==> config.mk <==
export PLATFORM = sky130hd
export DESIGN_NAME = la_mmu_top
export DESIGN_NICKNAME = d
export VERILOG_FILES = /design/src/la_mmu_pkg.sv /design/src/la_mmu_top.sv /design/src/la_mmu_xlate.sv /design/src/la_mmu_tlb.sv /design/src/la_mmu_ctrl.sv
export SDC_FILE = /design/constraint.sdc
export NUM_CORES = 2
export LEC_CHECK = 0
export BUFFER_PORTS_ARGS = -buffer_cell sky130_fd_sc_hd__clkbuf_2
export CAP_MARGIN = 5
export CORE_MARGIN = 8
export CORE_UTILIZATION = 60
export DETAILED_ROUTE_END_ITERATION = 8
export GPL_TIMING_DRIVEN = 0
export PLACE_DENSITY_LB_ADDON = 0.12
export SLEW_MARGIN = 25
export SYNTH_ARGS = -nofsm -noshare
export SYNTH_HDL_FRONTEND = slang
export SYNTH_SLANG_ARGS = --single-unit
export TNS_END_PERCENT = 50
==> constraint.sdc <==
create_clock -name clk -period 12.96 [get_ports clk]
set_input_delay 0.648 -clock clk [delete_from_list [all_inputs] [get_ports clk]]
set_output_delay 0.648 -clock clk [all_outputs]
set_load 0.01 [all_outputs]
==> src/la_mmu_pkg.sv <==
package la_mmu_pkg;

    // address widths
    typedef logic [31:0] vaddr_t;
    typedef logic [31:0] paddr_t;

    // page pair number, va[31:13]
    typedef logic [18:0] vppn_t;

    // 4 KB physical page number
    typedef logic [19:0] ppn_t;

    typedef logic [9:0] asid_t;
    typedef logic [1:0] plv_t;

    // window segment, top 3 address bits
    typedef logic [2:0] seg_t;

    typedef logic [5:0] ecode_t;

    // in-page offset for 4 KB pages
    localparam int PAGE_OFS_W = 12;

    // privilege levels that have a window enable bit
    localparam plv_t PLV_KERNEL = 2'd0;
    localparam plv_t PLV_USER   = 2'd3;

    // exception codes
    localparam ecode_t ECODE_NONE = 6'h00;

    // load page invalid
    localparam ecode_t ECODE_PIL  = 6'h01;

    // store page invalid
    localparam ecode_t ECODE_PIS  = 6'h02;

    // store to a clean page
    localparam ecode_t ECODE_PME  = 6'h04;

    // page privilege violation
    localparam ecode_t ECODE_PPI  = 6'h07;

    // no tlb entry, refill
    localparam ecode_t ECODE_TLBR = 6'h3f;

endpackage
==> src/la_mmu_top.sv <==
`timescale 1ns/100ps

module la_mmu_top #(
    parameter int TLB_ENTRIES = 16,
    parameter int CREDITS     = 4
) (
    input  logic                           clk,
    input  logic                           rst_n,

    // request, valid/ready
    input  logic                           in_valid,
    output logic                           in_ready,
    input  la_mmu_pkg::vaddr_t             in_vaddr,
    input  logic                           in_store,

    // result, credit based
    output logic                           out_valid,
    output la_mmu_pkg::paddr_t             out_paddr,
    output logic                           out_ex,
    output la_mmu_pkg::ecode_t             out_ecode,
    input  logic                           credit_return,

    // crmd and asid
    input  logic                           crmd_da,
    input  logic                           crmd_pg,
    input  la_mmu_pkg::plv_t               crmd_plv,
    input  la_mmu_pkg::asid_t              cur_asid,

    // direct-mapped windows
    input  la_mmu_pkg::seg_t               dmw0_vseg,
    input  la_mmu_pkg::seg_t               dmw0_pseg,
    input  logic                           dmw0_plv0,
    input  logic                           dmw0_plv3,
    input  la_mmu_pkg::seg_t               dmw1_vseg,
    input  la_mmu_pkg::seg_t               dmw1_pseg,
    input  logic                           dmw1_plv0,
    input  logic                           dmw1_plv3,

    // tlb write and invalidate
    input  logic                           tlb_we,
    input  logic [$clog2(TLB_ENTRIES)-1:0] tlb_windex,
    input  la_mmu_pkg::vppn_t              tlb_wvppn,
    input  la_mmu_pkg::asid_t              tlb_wasid,
    input  logic                           tlb_wg,
    input  logic                           tlb_wvalid_e,
    input  la_mmu_pkg::ppn_t               tlb_wppn0,
    input  la_mmu_pkg::plv_t               tlb_wplv0,
    input  logic                           tlb_wv0,
    input  logic                           tlb_wd0,
    input  la_mmu_pkg::ppn_t               tlb_wppn1,
    input  la_mmu_pkg::plv_t               tlb_wplv1,
    input  logic                           tlb_wv1,
    input  logic                           tlb_wd1,
    input  logic                           invtlb_all
);

    import la_mmu_pkg::*;

    // stage enables from control
    logic  s1_load;
    logic  s2_load;

    // search request and tlb result
    vppn_t search_vppn;
    logic  search_odd;
    logic  hit;
    ppn_t  ppn;
    plv_t  plv;
    logic  v;
    logic  d;

    // port names match the nets above
    la_mmu_ctrl #(
        .CREDITS (CREDITS)
    ) ctrl_i (
        .*
    );

    la_mmu_tlb #(
        .TLB_ENTRIES (TLB_ENTRIES)
    ) tlb_i (
        .*
    );

    la_mmu_xlate xlate_i (
        .*
    );

endmodule

==> src/la_mmu_xlate.sv <==
`timescale 1ns/100ps

module la_mmu_xlate (
    input  logic               clk,
    input  logic               rst_n,
    input  logic               s1_load,
    input  logic               s2_load,

    input  la_mmu_pkg::vaddr_t in_vaddr,
    input  logic               in_store,

    // mode and windows
    input  logic               crmd_da,
    input  logic               crmd_pg,
    input  la_mmu_pkg::plv_t   crmd_plv,
    input  la_mmu_pkg::seg_t   dmw0_vseg,
    input  la_mmu_pkg::seg_t   dmw0_pseg,
    input  logic               dmw0_plv0,
    input  logic               dmw0_plv3,
    input  la_mmu_pkg::seg_t   dmw1_vseg,
    input  la_mmu_pkg::seg_t   dmw1_pseg,
    input  logic               dmw1_plv0,
    input  logic               dmw1_plv3,

    // tlb search
    output la_mmu_pkg::vppn_t  search_vppn,
    output logic               search_odd,
    input  logic               hit,
    input  la_mmu_pkg::ppn_t   ppn,
    input  la_mmu_pkg::plv_t   plv,
    input  logic               v,
    input  logic               d,

    output la_mmu_pkg::paddr_t out_paddr,
    output logic               out_ex,
    output la_mmu_pkg::ecode_t out_ecode
);

    import la_mmu_pkg::*;

    vaddr_t s1_vaddr;
    logic   s1_store;
    logic   direct;
    logic   dmw0_hit;
    logic   dmw1_hit;
    paddr_t xl_paddr;
    logic   xl_ex;
    ecode_t xl_ecode;

    function automatic logic win_match(seg_t va_seg, seg_t vseg, logic en0, logic en3,
                                       plv_t cur_plv);
        return (va_seg == vseg) && ((cur_plv == PLV_KERNEL && en0)
                                    || (cur_plv == PLV_USER && en3));
    endfunction

    always_ff @(posedge clk) begin
        if (s1_load) begin
            s1_vaddr <= in_vaddr;
            s1_store <= in_store;
        end
    end

    assign search_vppn = s1_vaddr[31:13];
    assign search_odd  = s1_vaddr[PAGE_OFS_W];

    // da=0 with pg=0 is undefined, treat it as direct
    assign direct   = crmd_da || !crmd_pg;
    assign dmw0_hit = win_match(s1_vaddr[31:29], dmw0_vseg, dmw0_plv0, dmw0_plv3, crmd_plv);
    assign dmw1_hit = win_match(s1_vaddr[31:29], dmw1_vseg, dmw1_plv0, dmw1_plv3, crmd_plv);

    always_comb begin
        xl_ex    = 1'b0;
        xl_ecode = ECODE_NONE;
        if (direct) begin
            xl_paddr = s1_vaddr;
        end else if (dmw0_hit) begin
            xl_paddr = {dmw0_pseg, s1_vaddr[28:0]};
        end else if (dmw1_hit) begin
            xl_paddr = {dmw1_pseg, s1_vaddr[28:0]};
        end else begin
            xl_paddr = {ppn, s1_vaddr[PAGE_OFS_W-1:0]};
            // exception checks in priority order
            if (!hit) begin
                xl_ex    = 1'b1;
                xl_ecode = ECODE_TLBR;
            end else if (!v) begin
                xl_ex    = 1'b1;
                xl_ecode = s1_store ? ECODE_PIS : ECODE_PIL;
            end else if (crmd_plv > plv) begin
                xl_ex    = 1'b1;
                xl_ecode = ECODE_PPI;
            end else if (s1_store && !d) begin
                xl_ex    = 1'b1;
                xl_ecode = ECODE_PME;
            end
        end
    end

    always_ff @(posedge clk) begin
        if (!rst_n) begin
            out_paddr <= '0;
            out_ex    <= 1'b0;
            out_ecode <= ECODE_NONE;
        end else if (s2_load) begin
            out_paddr <= xl_ex ? '0 : xl_paddr;
            out_ex    <= xl_ex;
            out_ecode <= xl_ecode;
        end
    end

endmodule

==> src/la_mmu_tlb.sv <==
`timescale 1ns/100ps

module la_mmu_tlb #(
    parameter int TLB_ENTRIES = 16
) (
    input  logic                           clk,
    input  logic                           rst_n,

    // indexed write
    input  logic                           tlb_we,
    input  logic [$clog2(TLB_ENTRIES)-1:0] tlb_windex,
    input  la_mmu_pkg::vppn_t              tlb_wvppn,
    input  la_mmu_pkg::asid_t              tlb_wasid,
    input  logic                           tlb_wg,
    input  logic                           tlb_wvalid_e,
    input  la_mmu_pkg::ppn_t               tlb_wppn0,
    input  la_mmu_pkg::plv_t               tlb_wplv0,
    input  logic                           tlb_wv0,
    input  logic                           tlb_wd0,
    input  la_mmu_pkg::ppn_t               tlb_wppn1,
    input  la_mmu_pkg::plv_t               tlb_wplv1,
    input  logic                           tlb_wv1,
    input  logic                           tlb_wd1,

    // invtlb op 0
    input  logic                           invtlb_all,

    // search port
    input  la_mmu_pkg::vppn_t              search_vppn,
    input  logic                           search_odd,
    input  la_mmu_pkg::asid_t              cur_asid,
    output logic                           hit,
    output la_mmu_pkg::ppn_t               ppn,
    output la_mmu_pkg::plv_t               plv,
    output logic                           v,
    output logic                           d
);

    import la_mmu_pkg::*;

    localparam int IDX_W = $clog2(TLB_ENTRIES);

    logic [TLB_ENTRIES-1:0] tlb_e;
    vppn_t                  tlb_vppn [TLB_ENTRIES];
    asid_t                  tlb_asid [TLB_ENTRIES];
    logic                   tlb_g    [TLB_ENTRIES];

    // second index picks the even (0) or odd (1) page
    ppn_t                   tlb_ppn  [TLB_ENTRIES][2];
    plv_t                   tlb_plv  [TLB_ENTRIES][2];
    logic                   tlb_v    [TLB_ENTRIES][2];
    logic                   tlb_d    [TLB_ENTRIES][2];

    logic [TLB_ENTRIES-1:0] match;
    logic [IDX_W-1:0]       sel_idx;

    // a write in the same cycle as invalidate-all keeps its own e bit
    always_ff @(posedge clk) begin
        if (!rst_n) begin
            tlb_e <= '0;
        end else begin
            if (invtlb_all) begin
                tlb_e <= '0;
            end
            if (tlb_we) begin
                tlb_e[tlb_windex] <= tlb_wvalid_e;
            end
        end
    end

    always_ff @(posedge clk) begin
        if (tlb_we) begin
            tlb_vppn[tlb_windex]   <= tlb_wvppn;
            tlb_asid[tlb_windex]   <= tlb_wasid;
            tlb_g[tlb_windex]      <= tlb_wg;
            tlb_ppn[tlb_windex][0] <= tlb_wppn0;
            tlb_plv[tlb_windex][0] <= tlb_wplv0;
            tlb_v[tlb_windex][0]   <= tlb_wv0;
            tlb_d[tlb_windex][0]   <= tlb_wd0;
            tlb_ppn[tlb_windex][1] <= tlb_wppn1;
            tlb_plv[tlb_windex][1] <= tlb_wplv1;
            tlb_v[tlb_windex][1]   <= tlb_wv1;
            tlb_d[tlb_windex][1]   <= tlb_wd1;
        end
    end

    // parallel compare of every entry
    always_comb begin
        for (int i = 0; i < TLB_ENTRIES; i++) begin
            match[i] = tlb_e[i] && (tlb_vppn[i] == search_vppn)
                       && (tlb_g[i] || (tlb_asid[i] == cur_asid));
        end
    end

    // lowest matching index wins
    always_comb begin
        sel_idx = '0;
        for (int i = TLB_ENTRIES - 1; i >= 0; i--) begin
            if (match[i]) begin
                sel_idx = IDX_W'(i);
            end
        end
    end

    assign hit = |match;
    assign ppn = tlb_ppn[sel_idx][search_odd];
    assign plv = tlb_plv[sel_idx][search_odd];
    assign v   = tlb_v[sel_idx][search_odd];
    assign d   = tlb_d[sel_idx][search_odd];

endmodule

==> src/la_mmu_ctrl.sv <==
`timescale 1ns/100ps

module la_mmu_ctrl #(
    parameter int CREDITS = 4
) (
    input  logic clk,
    input  logic rst_n,

    // request side
    input  logic in_valid,
    output logic in_ready,

    // result side
    input  logic credit_return,
    output logic out_valid,

    // stage register enables
    output logic s1_load,
    output logic s2_load
);

    localparam int CNT_W = $clog2(CREDITS + 1);

    logic             s1_valid;
    logic             s2_valid;
    logic [CNT_W-1:0] credit_cnt;
    logic             s2_free;
    logic             s1_adv;

    // stage 2 only emits while the sink has a free slot
    assign out_valid = s2_valid && (credit_cnt != '0);

    // stage 2 can take a new item when empty or emitting
    assign s2_free = !s2_valid || out_valid;
    assign s1_adv  = s1_valid && s2_free;

    assign in_ready = !s1_valid || s1_adv;
    assign s1_load  = in_valid && in_ready;
    assign s2_load  = s1_adv;

    always_ff @(posedge clk) begin
        if (!rst_n) begin
            s1_valid <= 1'b0;
        end else if (s1_load) begin
            s1_valid <= 1'b1;
        end else if (s1_adv) begin
            s1_valid <= 1'b0;
        end
    end

    always_ff @(posedge clk) begin
        if (!rst_n) begin
            s2_valid <= 1'b0;
        end else if (s2_load) begin
            s2_valid <= 1'b1;
        end else if (out_valid) begin
            s2_valid <= 1'b0;
        end
    end

    // one credit per result out, one back per credit_return
    always_ff @(posedge clk) begin
        if (!rst_n) begin
            credit_cnt <= CNT_W'(CREDITS);
        end else if (out_valid && !credit_return) begin
            credit_cnt <= credit_cnt - 1'b1;
        end else if (credit_return && !out_valid) begin
            credit_cnt <= credit_cnt + 1'b1;
        end
    end

endmodule

==> impl_metrics.py <==
metrics = {
    "outcome": {
        "outcome": "finished, final reports clean",
    },
    "synthesis": {
        "syn_area_um2": 55700,
        "async_reset_ff_share_pct": 0,
        "synth.yosys.seq_area_share_pct": 71.2,
        "synth-edff-count": 1281,
        "synth.net_count": 3912,
        "ys_ff_latch": 1339,
        "ys.warnings.count": 0,
        "postSynthCellCount": 3756,
        "yosys_most_used_dff": "edfxtp_1",
        "synth.distinct_cells": 87,
        "synth.avg_cell_area_um2": 14.8,
    },
    "sta": {
        "relSlewSlack_pct": 18.5,
        "fin_crit_sh_pct": 63.8,
        "setup_violations": 0,
        "finalCriticalPeriod_ns": 8.26,
        "fin_ws_ns": 4.70,
        "timing.fmax_mhz": 121,
        "rsz0062_at_grt": "false",
        "clock_skew_ns": 0.0295,
        "final_max_slew_viol_count": 0,
        "hold_viol_final": 0,
        "tightestPinTransition_ns": 1.21,
    },
    "place": {
        "place_inst": 5285,
        "port_buffers": 181,
        "place_congestion": 0.901,
        "place_ws_ns": 4.48,
        "hpwlAfterDp_um": 114000,
    },
    "critical_path": {
        "endpoint_kind": "register",
        "cp.required_ns": 13.60,
        "reg2reg_depth": 25,
        "worstPathMaxFanout": 10,
        "max_stage_delay_ns": 0.98,
        "rr_endpoint": "xlate_i.out_paddr[23]",
        "crit_type": "register to register",
        "startpoint_type": "register",
        "reg2reg_from": "xlate_i.s1_vaddr[31]",
        "r2r_slack_ns": 4.70,
        "cp.arrival_ns": 8.91,
        "crit_top_cell": "a21oi_1",
        "crit_slowest_cell": "nor4_1",
    },
    "die": {
        "rows": 111,
        "ios": 193,
        "core_um2": 91800,
        "die_h_um": 321,
        "start_util_pct": 60.6,
        "dieWidth_um": 321,
        "die_area_um2": 103000,
    },
    "layout": {
        "drive_gt1_share_pct": 16.9,
        "syn2layout_area_growth_pct": 16.2,
        "final_cell_mix": "edfxtp_1, nand2_1, xor2_1",
        "layout_commonest_cell": "edfxtp_1",
        "fin_nets": 4336,
        "final_cells": 5540,
        "fin_util_pct": 70.4,
        "n_fill_cell": 6031,
    },
    "global_routing": {
        "grtUsageTotal_pct": 31.9,
        "grt_first_pass_wirelength_um": 237000,
        "grt_max_degree": 24,
        "antenna_found_initial": 12,
        "grt_pass1_vias": 34720,
        "gr-total-overflow": 0,
    },
    "power_and_ir_drop": {
        "power_frac_seq_pct": 52.5,
        "power_density_nw_per_um2": 143,
        "irDropWorstVdd_mv": 0.155,
        "p_sw_uw": 1980,
        "power.leakage_uw": 0.0218,
        "pwr-share-comb_pct": 4.9,
        "p_int_uw": 7290,
        "clkPwrFrac_pct": 42.7,
        "swShare_pct": 21.4,
    },
    "cts": {
        "postCtsSetupBuffers": 0,
        "cts_buffers": 136,
        "clk_pin_slew_worst_paths_ns": 0.06,
        "tritoncts": "done",
        "clock_latency_ns": 0.75,
        "cts_hold_buf": 0,
        "root_buffer": "clkbuf_16",
        "clockBufferDepth": 3,
        "cts.sink_count": 1339,
        "cts_resized": 0,
        "cts.htree.levels": 4,
    },
    "detailed_routing": {
        "routed_wl_um": 168000,
        "vias_per_cell": 6.49,
        "wl_per_cell_um": 30.3,
        "drt-pass1-iter-count": 6,
        "num_vias": 35935,
        "drc": 0,
        "antenna_left": 0,
        "drt-initial-drc-count": 5678,
    },
    "hold_path": {
        "min_to": "xlate_i.s1_vaddr[24]",
        "hp-class": "primary input to register",
        "hold_start": "in_vaddr[24]",
        "whs_path_depth": 1,
    },
    "job": {
        "maxCapViolCount": 0,
    },
}
## power by group through the flow
stage	Combinational [µW]	Sequential, µW	Clock, µW
after CTS	442	4860	3970
final	451	4860	3950
after global routing	474	4870	4130
after floorplan	208	4960	0
after global placement	407	4970	0
after detailed placement	439	4960	0
## cell type report
class | count | area (µm²) | area share, %
Sequential cell | 1339 | 39600 | 61.3
Multi-Input combinational cell | 2201 | 15100 | 23.3
Clock buffer | 171 | 3720 | 5.76
Timing Repair Buffer | 286 | 2710 | 4.19
Tap cell | 1243 | 1560 | 2.41
Buffer | 200 | 1130 | 1.74
Clock inverter | 79 | 781 | 1.21
Inverter | 16 | 60.1 | 0.0929
Antenna cell | 5 | 12.5 | 0.0193
## state kept, by name, summed over array words and instances, names as in the netlist, 32 cells and up
name	count
tlb_i.tlb_ppn	640
tlb_i.tlb_vppn	304
tlb_i.tlb_asid	160
tlb_i.tlb_plv	64
tlb_i.tlb_d	32
tlb_i.tlb_v	32
xlate_i.out_paddr	32
xlate_i.s1_vaddr	32
## logic make-up after synthesis
family          synth area share (%)
xor+xnor                        7.43
compound gates                  5.36
buf+inv                         2.13
fa+ha+maj                      0.103
flops                           71.2
mux                             3.53
simple gates                    10.2
## layer usage
| metal | up-vias | track usage [%] | wire, µm |
|---|---|---|---|
| met5 | - | 0 | 49 |
| met4 | 8 | 12.5 | 6820 |
| met3 | 408 | 9.29 | 23700 |
| met2 | 2528 | 47.3 | 73700 |
| met1 | 17803 | 44.6 | 63500 |
| li1 | 15188 | - | - |
## stage by stage
| stage | power, µW | hold slack (ns) | setup TNS [ns] | cell area, µm² |
|---|---|---|---|---|
| floorplan | 5170 | 0.470 | 0 | 55700 |
| global placement | 5370 | 0.432 | -0.00474 | 58100 |
| detailed placement | 5390 | 0.444 | 0 | 60100 |
| CTS | 9280 | 0.0408 | 0 | 64600 |
| global route | 9470 | 0.0527 | 0 | 64700 |
| finish | 9270 | 0.0742 | 0 | 64700 |
## critical path: cells and delay by family, from the launching register on
family	cells	cell delay, ns
XOR/XNOR	1	0.62
flip-flops	1	0.37
AO/OA/AOI/OAI	9	1.73
buffers and inverters	7	2.56
adder cells (fa/ha/maj)	1	0.36
AND/OR/NAND/NOR	7	2.50
## how the worst max path moves through the flow
stage,startpoint,endpoint,cells after the start,slack (ns)
after floorplan,tlb_windex[3],tlb_i.tlb_e[0],4,5.63
after global placement,tlb_windex[3],tlb_i.tlb_e[0],5,-0.005
after detailed placement,cur_asid[6],xlate_i.out_paddr[23],25,4.48
after CTS,xlate_i.s1_vaddr[31],xlate_i.out_paddr[23],25,4.90
after global routing,xlate_i.s1_vaddr[31],xlate_i.out_paddr[26],25,4.47
final,xlate_i.s1_vaddr[31],xlate_i.out_paddr[23],25,4.70
## cell usage after synthesis (all sizes together) (26+ instances only)
| master | count | area (µm²) |
|---|---|---|
| nor4 | 143 | 950 |
| mux2i | 166 | 1660 |
| xnor2 | 148 | 1300 |
| clkbuf | 67 | 251 |
| dfxtp | 58 | 1160 |
| a21oi | 69 | 364 |
| o21ai | 78 | 398 |
| nand2 | 463 | 1740 |
| edfxtp | 1281 | 38500 |
| nor2 | 61 | 236 |
| buf | 133 | 876 |
| o22ai | 28 | 175 |
| xor2 | 324 | 2840 |
| nand4 | 60 | 375 |
| nand3 | 193 | 966 |
| a211oi | 52 | 400 |
| o31ai | 26 | 285 |
No activity file was read; power rests on OpenSTA's default activity.
